$ cat src/hw/glb_param_pkg.sv
////////////////////
// global buffer tile parameters
// address field widths, bank count and data word width
////////////////////

package glb_param_pkg;

    // word address inside one bank, 64 words
    localparam int BANK_ADDR_WIDTH = 6;

    // bank index field, sits above the word address
    localparam int BANK_SEL_ADDR_WIDTH = 2;

    // one bank per bank-select code
    localparam int BANKS_PER_TILE = 4;

    // tile index field, top of the address
    localparam int TILE_SEL_ADDR_WIDTH = 2;

    // full address as tile | bank | word
    localparam int GLB_ADDR_WIDTH = TILE_SEL_ADDR_WIDTH
                                  + BANK_SEL_ADDR_WIDTH
                                  + BANK_ADDR_WIDTH;

    // one data word
    localparam int DATA_WIDTH = 16;

endpackage

$ cat src/hw/glb_packet_pkg.sv
////////////////////
// global buffer packet types
// address and data vectors, packet structs
// and the read-source code of the switch
////////////////////

package glb_packet_pkg;

    // vectors sized by the tile address map
    typedef logic [glb_param_pkg::GLB_ADDR_WIDTH-1:0]      glb_addr_t;
    typedef logic [glb_param_pkg::DATA_WIDTH-1:0]          glb_data_t;
    typedef logic [glb_param_pkg::TILE_SEL_ADDR_WIDTH-1:0] tile_id_t;
    typedef logic [glb_param_pkg::BANK_SEL_ADDR_WIDTH-1:0] bank_sel_t;
    typedef logic [glb_param_pkg::BANK_ADDR_WIDTH-1:0]     bank_addr_t;

    // write packet, 27 bits
    typedef struct packed {
        logic      wr_en;
        glb_addr_t wr_addr;
        glb_data_t wr_data;
    } wr_packet_t;

    // read request packet, 11 bits
    typedef struct packed {
        logic      rd_en;
        glb_addr_t rd_addr;
    } rdrq_packet_t;

    // read response packet, 17 bits
    typedef struct packed {
        logic      rd_data_valid;
        glb_data_t rd_data;
    } rdrs_packet_t;

    // which requester owns a read in flight
    typedef enum logic [2:0] {
        src_none     = 3'd0,
        src_proc     = 3'd1,
        src_strm_dma = 3'd2,
        src_strm_rtr = 3'd3,
        src_cfg      = 3'd4
    } rdrq_src_t;

endpackage

$ cat src/hw/glb_bank.sv
////////////////////
// global buffer bank
// single-port style SRAM word array,
// registered read data with a valid flag
////////////////////
`timescale 1ns/1ns

module glb_bank (
    input  logic                          clk,
    input  logic                          clk_en,
    input  logic                          reset,
    input  logic                          wr_en,
    input  logic                          rd_en,
    input  glb_packet_pkg::bank_addr_t    wr_addr,
    input  glb_packet_pkg::bank_addr_t    rd_addr,
    input  glb_packet_pkg::glb_data_t     wr_data,
    output glb_packet_pkg::rdrs_packet_t  rdrs_packet
);

    localparam int BANK_DEPTH = 2 ** glb_param_pkg::BANK_ADDR_WIDTH;

    glb_packet_pkg::glb_data_t mem [BANK_DEPTH];

    // storage
    always_ff @(posedge clk) begin
        if (clk_en && wr_en) begin
            mem[wr_addr] <= wr_data;
        end
    end

    // read port, same-cycle write gives the old word
    always_ff @(posedge clk or posedge reset) begin
        if (reset) begin
            rdrs_packet <= '0;
        end else if (clk_en) begin
            rdrs_packet.rd_data_valid <= rd_en;
            if (rd_en) begin
                rdrs_packet.rd_data <= mem[rd_addr];
            end
        end
    end

endmodule

$ cat src/hw/glb_bank_demux.sv
////////////////////
// bank demux
// turns the switched write and read request
// into per-bank enables and word addresses
////////////////////
`timescale 1ns/1ns

module glb_bank_demux (
    input  glb_packet_pkg::wr_packet_t              wr_packet,
    input  glb_packet_pkg::rdrq_packet_t            rdrq_packet,
    output logic [glb_param_pkg::BANKS_PER_TILE-1:0] bank_wr_en,
    output logic [glb_param_pkg::BANKS_PER_TILE-1:0] bank_rd_en,
    output glb_packet_pkg::bank_addr_t              bank_wr_addr,
    output glb_packet_pkg::bank_addr_t              bank_rd_addr,
    output glb_packet_pkg::glb_data_t               bank_wr_data
);

    glb_packet_pkg::bank_sel_t wr_bank_sel;
    glb_packet_pkg::bank_sel_t rd_bank_sel;

    // bank field sits right above the word address
    assign wr_bank_sel = wr_packet.wr_addr[glb_param_pkg::BANK_ADDR_WIDTH
                                           +: glb_param_pkg::BANK_SEL_ADDR_WIDTH];
    assign rd_bank_sel = rdrq_packet.rd_addr[glb_param_pkg::BANK_ADDR_WIDTH
                                             +: glb_param_pkg::BANK_SEL_ADDR_WIDTH];

    // one-hot enables, tile already checked upstream
    always_comb begin
        bank_wr_en = '0;
        bank_rd_en = '0;
        if (wr_packet.wr_en) begin
            bank_wr_en[wr_bank_sel] = 1'b1;
        end
        if (rdrq_packet.rd_en) begin
            bank_rd_en[rd_bank_sel] = 1'b1;
        end
    end

    // all banks share the word address and data
    assign bank_wr_addr = wr_packet.wr_addr[glb_param_pkg::BANK_ADDR_WIDTH-1:0];
    assign bank_rd_addr = rdrq_packet.rd_addr[glb_param_pkg::BANK_ADDR_WIDTH-1:0];
    assign bank_wr_data = wr_packet.wr_data;

endmodule

$ cat src/hw/glb_core_switch.sv
////////////////////
// global buffer core channel switch
// arbitrates writes and read requests from four sources,
// keeps packets for this tile and steers the bank
// responses back to the requester
////////////////////
`timescale 1ns/1ns

module glb_core_switch (
    input  logic                           clk,
    input  logic                           clk_en,
    input  logic                           reset,
    input  glb_packet_pkg::tile_id_t       glb_tile_id,
    input  logic                           cfg_store_dma_on,
    input  logic                           cfg_load_dma_on,

    // write packets
    input  glb_packet_pkg::wr_packet_t     wr_packet_sr2sw,
    input  glb_packet_pkg::wr_packet_t     wr_packet_pr2sw,
    input  glb_packet_pkg::wr_packet_t     wr_packet_d2sw,
    output glb_packet_pkg::wr_packet_t     wr_packet_sw2sr,
    output glb_packet_pkg::wr_packet_t     wr_packet_sw2b,

    // read request packets
    input  glb_packet_pkg::rdrq_packet_t   rdrq_packet_sr2sw,
    input  glb_packet_pkg::rdrq_packet_t   rdrq_packet_pr2sw,
    input  glb_packet_pkg::rdrq_packet_t   rdrq_packet_pc2sw,
    input  glb_packet_pkg::rdrq_packet_t   rdrq_packet_d2sw,
    output glb_packet_pkg::rdrq_packet_t   rdrq_packet_sw2sr,
    output glb_packet_pkg::rdrq_packet_t   rdrq_packet_sw2b,

    // read response packets
    input  glb_packet_pkg::rdrs_packet_t   rdrs_packet_sr2sw,
    input  glb_packet_pkg::rdrs_packet_t   rdrs_packet_b2sw_arr [glb_param_pkg::BANKS_PER_TILE],
    output glb_packet_pkg::rdrs_packet_t   rdrs_packet_sw2pr,
    output glb_packet_pkg::rdrs_packet_t   rdrs_packet_sw2pc,
    output glb_packet_pkg::rdrs_packet_t   rdrs_packet_sw2sr,
    output glb_packet_pkg::rdrs_packet_t   rdrs_packet_sw2d
);

    // field offsets inside the full address
    localparam int BANK_SEL_LSB = glb_param_pkg::BANK_ADDR_WIDTH;
    localparam int TILE_LSB     = glb_param_pkg::BANK_ADDR_WIDTH
                                + glb_param_pkg::BANK_SEL_ADDR_WIDTH;

    glb_packet_pkg::wr_packet_t   wr_muxed;
    glb_packet_pkg::wr_packet_t   wr_filtered;

    glb_packet_pkg::rdrq_src_t    rdrq_src_muxed;
    glb_packet_pkg::rdrq_packet_t rdrq_muxed;
    glb_packet_pkg::bank_sel_t    rdrq_bank_muxed;

    // source and bank of each read, one entry per pipeline stage
    glb_packet_pkg::rdrq_src_t    src_s1, src_s2, src_s3;
    glb_packet_pkg::bank_sel_t    bank_s1, bank_s2, bank_s3;

    glb_packet_pkg::rdrs_packet_t rdrs_b2sw_q [glb_param_pkg::BANKS_PER_TILE];
    glb_packet_pkg::rdrs_packet_t rdrs_selected;

    function automatic logic in_tile(
        input glb_packet_pkg::glb_addr_t addr,
        input glb_packet_pkg::tile_id_t  id
    );
        return addr[TILE_LSB +: glb_param_pkg::TILE_SEL_ADDR_WIDTH] == id;
    endfunction

    // write arbitration, processor first
    always_comb begin
        if (wr_packet_pr2sw.wr_en) begin
            wr_muxed = wr_packet_pr2sw;
        end else if (cfg_store_dma_on) begin
            wr_muxed = wr_packet_d2sw;
        end else begin
            wr_muxed = wr_packet_sr2sw;
        end
    end

    // other tiles' writes turn into an empty packet
    assign wr_filtered = in_tile(wr_muxed.wr_addr, glb_tile_id) ? wr_muxed : '0;

    always_ff @(posedge clk or posedge reset) begin
        if (reset) begin
            wr_packet_sw2b <= '0;
        end else if (clk_en) begin
            wr_packet_sw2b <= wr_filtered;
        end
    end

    // stream pass-through to the next router hop
    assign wr_packet_sw2sr = cfg_store_dma_on ? wr_packet_d2sw : wr_packet_sr2sw;

    // read arbitration, each source must hit this tile
    always_comb begin
        if (rdrq_packet_pr2sw.rd_en && in_tile(rdrq_packet_pr2sw.rd_addr, glb_tile_id)) begin
            rdrq_src_muxed = glb_packet_pkg::src_proc;
        end else if (cfg_load_dma_on && rdrq_packet_d2sw.rd_en
                     && in_tile(rdrq_packet_d2sw.rd_addr, glb_tile_id)) begin
            rdrq_src_muxed = glb_packet_pkg::src_strm_dma;
        end else if (!cfg_load_dma_on && rdrq_packet_sr2sw.rd_en
                     && in_tile(rdrq_packet_sr2sw.rd_addr, glb_tile_id)) begin
            rdrq_src_muxed = glb_packet_pkg::src_strm_rtr;
        end else if (rdrq_packet_pc2sw.rd_en && in_tile(rdrq_packet_pc2sw.rd_addr, glb_tile_id)) begin
            rdrq_src_muxed = glb_packet_pkg::src_cfg;
        end else begin
            rdrq_src_muxed = glb_packet_pkg::src_none;
        end
    end

    always_comb begin
        case (rdrq_src_muxed)
            glb_packet_pkg::src_proc:     rdrq_muxed = rdrq_packet_pr2sw;
            glb_packet_pkg::src_strm_dma: rdrq_muxed = rdrq_packet_d2sw;
            glb_packet_pkg::src_strm_rtr: rdrq_muxed = rdrq_packet_sr2sw;
            glb_packet_pkg::src_cfg:      rdrq_muxed = rdrq_packet_pc2sw;
            default:                      rdrq_muxed = '0;
        endcase
    end

    assign rdrq_bank_muxed =
        rdrq_muxed.rd_addr[BANK_SEL_LSB +: glb_param_pkg::BANK_SEL_ADDR_WIDTH];

    // stage 1 goes out to the banks together with the request
    always_ff @(posedge clk or posedge reset) begin
        if (reset) begin
            rdrq_packet_sw2b <= '0;
            src_s1 <= glb_packet_pkg::src_none;
            bank_s1 <= '0;
        end else if (clk_en) begin
            rdrq_packet_sw2b <= rdrq_muxed;
            src_s1 <= rdrq_src_muxed;
            bank_s1 <= rdrq_bank_muxed;
        end
    end

    assign rdrq_packet_sw2sr = cfg_load_dma_on ? rdrq_packet_d2sw : rdrq_packet_sr2sw;

    // stages 2 and 3 follow the bank and the response register
    always_ff @(posedge clk or posedge reset) begin
        if (reset) begin
            src_s2 <= glb_packet_pkg::src_none;
            src_s3 <= glb_packet_pkg::src_none;
            bank_s2 <= '0;
            bank_s3 <= '0;
        end else if (clk_en) begin
            src_s2 <= src_s1;
            src_s3 <= src_s2;
            bank_s2 <= bank_s1;
            bank_s3 <= bank_s2;
        end
    end

    // retime the bank responses
    always_ff @(posedge clk or posedge reset) begin
        if (reset) begin
            for (int i = 0; i < glb_param_pkg::BANKS_PER_TILE; i++) begin
                rdrs_b2sw_q[i] <= '0;
            end
        end else if (clk_en) begin
            for (int i = 0; i < glb_param_pkg::BANKS_PER_TILE; i++) begin
                rdrs_b2sw_q[i] <= rdrs_packet_b2sw_arr[i];
            end
        end
    end

    assign rdrs_selected = rdrs_b2sw_q[bank_s3];

    // response steering by the delayed source
    always_comb begin
        rdrs_packet_sw2pr = '0;
        rdrs_packet_sw2pc = '0;
        rdrs_packet_sw2sr = rdrs_packet_sr2sw;
        case (src_s3)
            glb_packet_pkg::src_proc:     rdrs_packet_sw2pr = rdrs_selected;
            glb_packet_pkg::src_cfg:      rdrs_packet_sw2pc = rdrs_selected;
            glb_packet_pkg::src_strm_dma,
            glb_packet_pkg::src_strm_rtr: rdrs_packet_sw2sr = rdrs_selected;
            default: ;
        endcase
    end

    // DMA only listens to the chain while it loads
    assign rdrs_packet_sw2d = cfg_load_dma_on ? rdrs_packet_sr2sw : '0;

endmodule

$ cat src/hw/glb_tile_core.sv
////////////////////
// global buffer tile core
// channel switch, bank demux and bank array
////////////////////
`timescale 1ns/1ns

module glb_tile_core (
    input  logic                           clk,
    input  logic                           clk_en,
    input  logic                           reset,
    input  glb_packet_pkg::tile_id_t       glb_tile_id,
    input  logic                           cfg_store_dma_on,
    input  logic                           cfg_load_dma_on,

    // write packets
    input  glb_packet_pkg::wr_packet_t     wr_packet_sr2sw,
    input  glb_packet_pkg::wr_packet_t     wr_packet_pr2sw,
    input  glb_packet_pkg::wr_packet_t     wr_packet_d2sw,
    output glb_packet_pkg::wr_packet_t     wr_packet_sw2sr,

    // read request packets
    input  glb_packet_pkg::rdrq_packet_t   rdrq_packet_sr2sw,
    input  glb_packet_pkg::rdrq_packet_t   rdrq_packet_pr2sw,
    input  glb_packet_pkg::rdrq_packet_t   rdrq_packet_pc2sw,
    input  glb_packet_pkg::rdrq_packet_t   rdrq_packet_d2sw,
    output glb_packet_pkg::rdrq_packet_t   rdrq_packet_sw2sr,

    // read response packets
    input  glb_packet_pkg::rdrs_packet_t   rdrs_packet_sr2sw,
    output glb_packet_pkg::rdrs_packet_t   rdrs_packet_sw2pr,
    output glb_packet_pkg::rdrs_packet_t   rdrs_packet_sw2pc,
    output glb_packet_pkg::rdrs_packet_t   rdrs_packet_sw2sr,
    output glb_packet_pkg::rdrs_packet_t   rdrs_packet_sw2d
);

    // switch to bank side
    glb_packet_pkg::wr_packet_t   wr_packet_sw2b;
    glb_packet_pkg::rdrq_packet_t rdrq_packet_sw2b;
    glb_packet_pkg::rdrs_packet_t rdrs_packet_b2sw_arr [glb_param_pkg::BANKS_PER_TILE];

    logic [glb_param_pkg::BANKS_PER_TILE-1:0] bank_wr_en;
    logic [glb_param_pkg::BANKS_PER_TILE-1:0] bank_rd_en;
    glb_packet_pkg::bank_addr_t               bank_wr_addr;
    glb_packet_pkg::bank_addr_t               bank_rd_addr;
    glb_packet_pkg::glb_data_t                bank_wr_data;

    glb_core_switch i_switch (
        .clk                  (clk),
        .clk_en               (clk_en),
        .reset                (reset),
        .glb_tile_id          (glb_tile_id),
        .cfg_store_dma_on     (cfg_store_dma_on),
        .cfg_load_dma_on      (cfg_load_dma_on),
        .wr_packet_sr2sw      (wr_packet_sr2sw),
        .wr_packet_pr2sw      (wr_packet_pr2sw),
        .wr_packet_d2sw       (wr_packet_d2sw),
        .wr_packet_sw2sr      (wr_packet_sw2sr),
        .wr_packet_sw2b       (wr_packet_sw2b),
        .rdrq_packet_sr2sw    (rdrq_packet_sr2sw),
        .rdrq_packet_pr2sw    (rdrq_packet_pr2sw),
        .rdrq_packet_pc2sw    (rdrq_packet_pc2sw),
        .rdrq_packet_d2sw     (rdrq_packet_d2sw),
        .rdrq_packet_sw2sr    (rdrq_packet_sw2sr),
        .rdrq_packet_sw2b     (rdrq_packet_sw2b),
        .rdrs_packet_sr2sw    (rdrs_packet_sr2sw),
        .rdrs_packet_b2sw_arr (rdrs_packet_b2sw_arr),
        .rdrs_packet_sw2pr    (rdrs_packet_sw2pr),
        .rdrs_packet_sw2pc    (rdrs_packet_sw2pc),
        .rdrs_packet_sw2sr    (rdrs_packet_sw2sr),
        .rdrs_packet_sw2d     (rdrs_packet_sw2d)
    );

    glb_bank_demux i_demux (
        .wr_packet    (wr_packet_sw2b),
        .rdrq_packet  (rdrq_packet_sw2b),
        .bank_wr_en   (bank_wr_en),
        .bank_rd_en   (bank_rd_en),
        .bank_wr_addr (bank_wr_addr),
        .bank_rd_addr (bank_rd_addr),
        .bank_wr_data (bank_wr_data)
    );

    // bank array, enables from the demux
    for (genvar i = 0; i < glb_param_pkg::BANKS_PER_TILE; i++) begin : g_bank
        glb_bank i_bank (
            .clk         (clk),
            .clk_en      (clk_en),
            .reset       (reset),
            .wr_en       (bank_wr_en[i]),
            .rd_en       (bank_rd_en[i]),
            .wr_addr     (bank_wr_addr),
            .rd_addr     (bank_rd_addr),
            .wr_data     (bank_wr_data),
            .rdrs_packet (rdrs_packet_b2sw_arr[i])
        );
    end

endmodule

$ cat config.mk
export PLATFORM = sky130hd
export DESIGN_NAME = glb_tile_core
export DESIGN_NICKNAME = d
export VERILOG_FILES = /design/src/hw/glb_param_pkg.sv /design/src/hw/glb_packet_pkg.sv /design/src/hw/glb_bank.sv /design/src/hw/glb_bank_demux.sv /design/src/hw/glb_core_switch.sv /design/src/hw/glb_tile_core.sv
export SDC_FILE = /design/constraint.sdc
export NUM_CORES = 2
export LEC_CHECK = 0
export BUFFER_PORTS_ARGS = -buffer_cell sky130_fd_sc_hd__buf_2
export CAP_MARGIN = 20
export CELL_PAD_IN_SITES_DETAIL_PLACEMENT = 1
export CELL_PAD_IN_SITES_GLOBAL_PLACEMENT = 1
export CORE_MARGIN = 2
export CORE_UTILIZATION = 45
export CTS_CLUSTER_SIZE = 10
export DETAILED_ROUTE_END_ITERATION = 12
export GPL_TIMING_DRIVEN = 0
export PLACE_DENSITY_LB_ADDON = 0.1
export RECOVER_POWER = 50
export REMOVE_ABC_BUFFERS = 1
export SLEW_MARGIN = 20
export SYNTH_ARGS = -nofsm -noshare
export SYNTH_HDL_FRONTEND = slang
export SYNTH_SLANG_ARGS = --single-unit
$ cat constraint.sdc
create_clock -name clk -period 11.32 [get_ports clk]
set_clock_uncertainty 0.1 [all_clocks]
set_input_delay 1.132 -clock clk [delete_from_list [all_inputs] [get_ports clk]]
set_output_delay 1.132 -clock clk [all_outputs]
set_load 0.1 [all_outputs]
==> summary.md <==
| Metric | Value |
|---|---|
| Run status | `finished with violations` |
| Failing checks | `max-capacitance violations, max-slew violations` |
| Layout area overhead | `15.6%` |
| Residual DRC | `0` |
| Cell taking the most area after synthesis | `edfxtp_1` |
| Hold Crit Class | `input port to flop` |
| Via count | `approximately 84000` |
| Cell Chain, Critical Path | `clkbuf_1 > clkbuf_1 > clkbuf_1` |
| Pin count of the biggest net entering global routing | `between 90 and 100` |
| CTS Buf Count | `between 400 and 500` |
| Max Clk Rate | `124 MHz` |
| Max cap viols | `73` |
| CP required | `11.64 ns` |
| First-pass GRT wire length | `668000 um` |
| Final net count | `9168` |
| Die Y | `612 um` |
| Core area | `368000 um2` |
| Final ANT Viol Nets | `0` |
| Routed Wire Length | `around 470000 um` |
| Post-CTS Setup Bufs | `0` |
| Total track usage | `25.0%` |
| Critical Path Fanout Max | `53` |
| Die ar. | `374000 um2` |
| Most frequent CP cell | `clkbuf_1` |
| CP max stage delay | `2.06 ns` |
| CTS resizes | `0` |
| Non-Filler Instances | `14106` |
| WP buf/inv | `3` |
| Vias in the first global route | `88562` |
| Layout cells sized above 1 | `23.6%` |
| Post-Place Cells | `13372` |
| Area of the mapped netlist | `166000 um2` |
| Final period utilization | `71.0%` |
| Chip width | `612 um` |
| Slowest CP cell | `clkbuf_1` |
| Crit path capture type | `flop` |
| Total grt overflow | `0` |
| Crit path from | `i_switch.wr_packet_sw2b[8]` |
| Synthesized flop and latch total | `between 4000 and 5000` |
| Beginning of the worst register-to-register path | `i_switch.wr_packet_sw2b[8]` |
| Starting Density | `~45%` |
| Sequential area share after synthesis | `76.8%` |
| EDFF count, synth | `approximately 4100` |
| CTS root buffer | `clkbuf_16` |
| Final setup viols | `0` |
| Critical Path AT | `8.36 ns` |
| Worst setup SP type | `flop` |
| Reg clk slew, reported paths | `0.06 ns` |
| Fin worst setup slack | `approximately 3.3 ns` |
| Drt initial violations | `7592` |
| Peak supply drop | `~0.14 mV` |
| Fin. max-slew vios | `between 3000 and 4000` |
| Synth Warn # | `0` |
| Synthesized area per cell | `19.8 um2` |
| Cell Rows | `223` |
| Syn Inst Count | `8413` |
| Post-synth top flop | `edfxtp_1` |
| Least-Margin Pin Slew | `roughly 5 ns` |
| Worst-Skew Late Latency | `1.00 ns` |
| Layout Utilization | `52.2%` |
| Unrepaired setup endpoints after global routing | `false` |
| LEAKAGE | `60.6 nW` |
| Synth cell count leaders | `edfxtp_1, mux2i_1, mux4_2` |
| Top post-synthesis cells by area | `edfxtp_1, mux4_2, mux2i_1, dfrtp_1, a22oi_1` |
| Hpwl dp | `304000 um` |
| Routed length per instance | `between 30 and 40 um` |
| Initial antenna violation count | `21` |
| 1st-pass router iterations | `5` |
| Async SR Flop Fraction | `4.28%` |
| Yosys top cell area share | `74.0%` |
| Crit path kind | `flop to flop` |
| Count leader, synth | `edfxtp_1` |
| Pwr/cell area | `between 150 and 200 nW/um2` |
| WHS | `0.358 ns` |
| Placer Congestion | `0.784` |
| CTS max path bufs | `4` |
| IO Pins | `255` |
| Worst Hold Launch | `rdrq_packet_pr2sw[2]` |
| Via/cell ratio | `5.96` |
| Final Hold Fails | `0` |
| Clk sinks | `4279` |
| Pwr Total | `~37 mW` |
| Fin crit period | `8.04 ns` |
| Worst slack at placement | `5.72 ns` |
| Top Family by Delay on Critical Path | `buffers and inverters` |
| Yosys cell types | `38` |
| Max_slew headroom | `-226%` |
| CTS H-tree depth | `5` |
| CTS tree | `yes` |
| IO buf count | `254` |
## final timing paths
check	depth (start not counted)	slack (ns)	to
max	3	3.28	g_bank[2].i_bank.mem[22][8]
min	3	0.36	i_switch.rdrq_packet_sw2b[2]
max reg2reg	3	3.28	g_bank[2].i_bank.mem[22][8]
min reg2reg	1	0.40	i_switch.rdrs_b2sw_q[17]
max in group asynchronous	5	4.44	i_switch.bank_s3[0]
min in group asynchronous	3	0.74	g_bank[1].i_bank.rdrs_packet[15]
## state kept, by name (all words and copies together), names as in the netlist
signal                     count
i_switch.rdrs_b2sw_q          68
i_switch.bank_s1               2
i_switch.src_s1                3
i_switch.src_s2                3
g_bank.i_bank.mem           4096
g_bank.i_bank.rdrs_packet     68
i_switch.bank_s2               2
i_switch.wr_packet_sw2b       25
i_switch.src_s3                3
i_switch.rdrq_packet_sw2b      7
i_switch.bank_s3               2
## per-stage QoR
stage	TNS (ns)	cell area, um2
floorplan	-2490.04	164000
global placement	-7457.78	171000
detailed placement	0	180000
CTS	0	193000
global route	0	192000
finish	0	192000
## layout make-up
| type | instances | area [um2] |
|---|---|---|
| antenna | 9 | 22.5 |
| fill | 32361 | 176000 |
| timing repair buffer | 628 | 7150 |
| multi-input combinational | 3590 | 37800 |
| clock inverter | 41 | 355 |
| sequential | 4279 | 128000 |
| clock buffer | 681 | 13000 |
| inverter | 41 | 175 |
| tap | 4837 | 6050 |
## cells in the final DEF, fill, tap and decap left out, types with 9 or more instances in the layout
| cell type | instances |
|---|---|
| inv_6 | 13 |
| inv_1 | 37 |
| a22oi_1 | 452 |
| clkbuf_8 | 9 |
| buf_2 | 250 |
| nand2_1 | 389 |
| and3_1 | 125 |
| nor2_2 | 102 |
| edfxtp_1 | 4096 |
| nor2b_1 | 25 |
| buf_6 | 81 |
| dfrtp_1 | 177 |
| clkbuf_1 | 251 |
| nand3_1 | 79 |
| clkbuf_16 | 485 |
| o21ai_0 | 64 |
| o211ai_1 | 59 |
| and2_1 | 51 |
| o22ai_1 | 77 |
| clkinv_1 | 18 |
| mux2_2 | 137 |
| mux2i_1 | 895 |
| buf_8 | 73 |
| a31oi_1 | 59 |
| buf_4 | 17 |
| nor3_1 | 63 |
| o32ai_1 | 24 |
| buf_12 | 53 |
| nor2_1 | 38 |
| mux4_2 | 657 |
| nor3_2 | 18 |
| a221o_1 | 64 |
| diode_2 | 9 |
| nor2_4 | 162 |
| buf_16 | 89 |
| nand4_1 | 9 |
## logic make-up after synthesis
kind of cell	count (synthesis)	share of synthesized area (%)
AOI/OAI and AO/OA	817	3.61
xor gates and xnor gates	10	0.0527
buffers and inverters	544	1.49
DFF	4279	76.8
muxes	1689	15.2
and+or+nand+nor	1074	2.88
## timing repair
item / CTS / global route
hold buffers: 1 / 0
setup endpoints to repair: 0 / 0
hold endpoints to repair: 13 / 0
## where the power goes
group | total [mW] | internal [mW] | switching (mW)
clock | 13.8 | 7.82 | 5.94
combinational | 4.57 | 1.61 | 2.95
sequential | 18.3 | 17.9 | 0.359
total | 36.6 | 27.4 | 9.25
## routing by layer
layer / global-route usage, % / wire length, um / up-vias
li1: - / - / 35569
met3: 2.94 / 21100 / 606
met1: 34.1 / 196000 / 45771
met4: 8.41 / 17500 / 0
met2: 41.9 / 234000 / 2068
met5: 0 / 0 / -
## tightest hold or removal path: stages
cell      delay [ns]
buf_2           0.07
a221oi_1        0.06
o22ai_1         0.10
No activity file was read; power rests on OpenSTA's default activity.
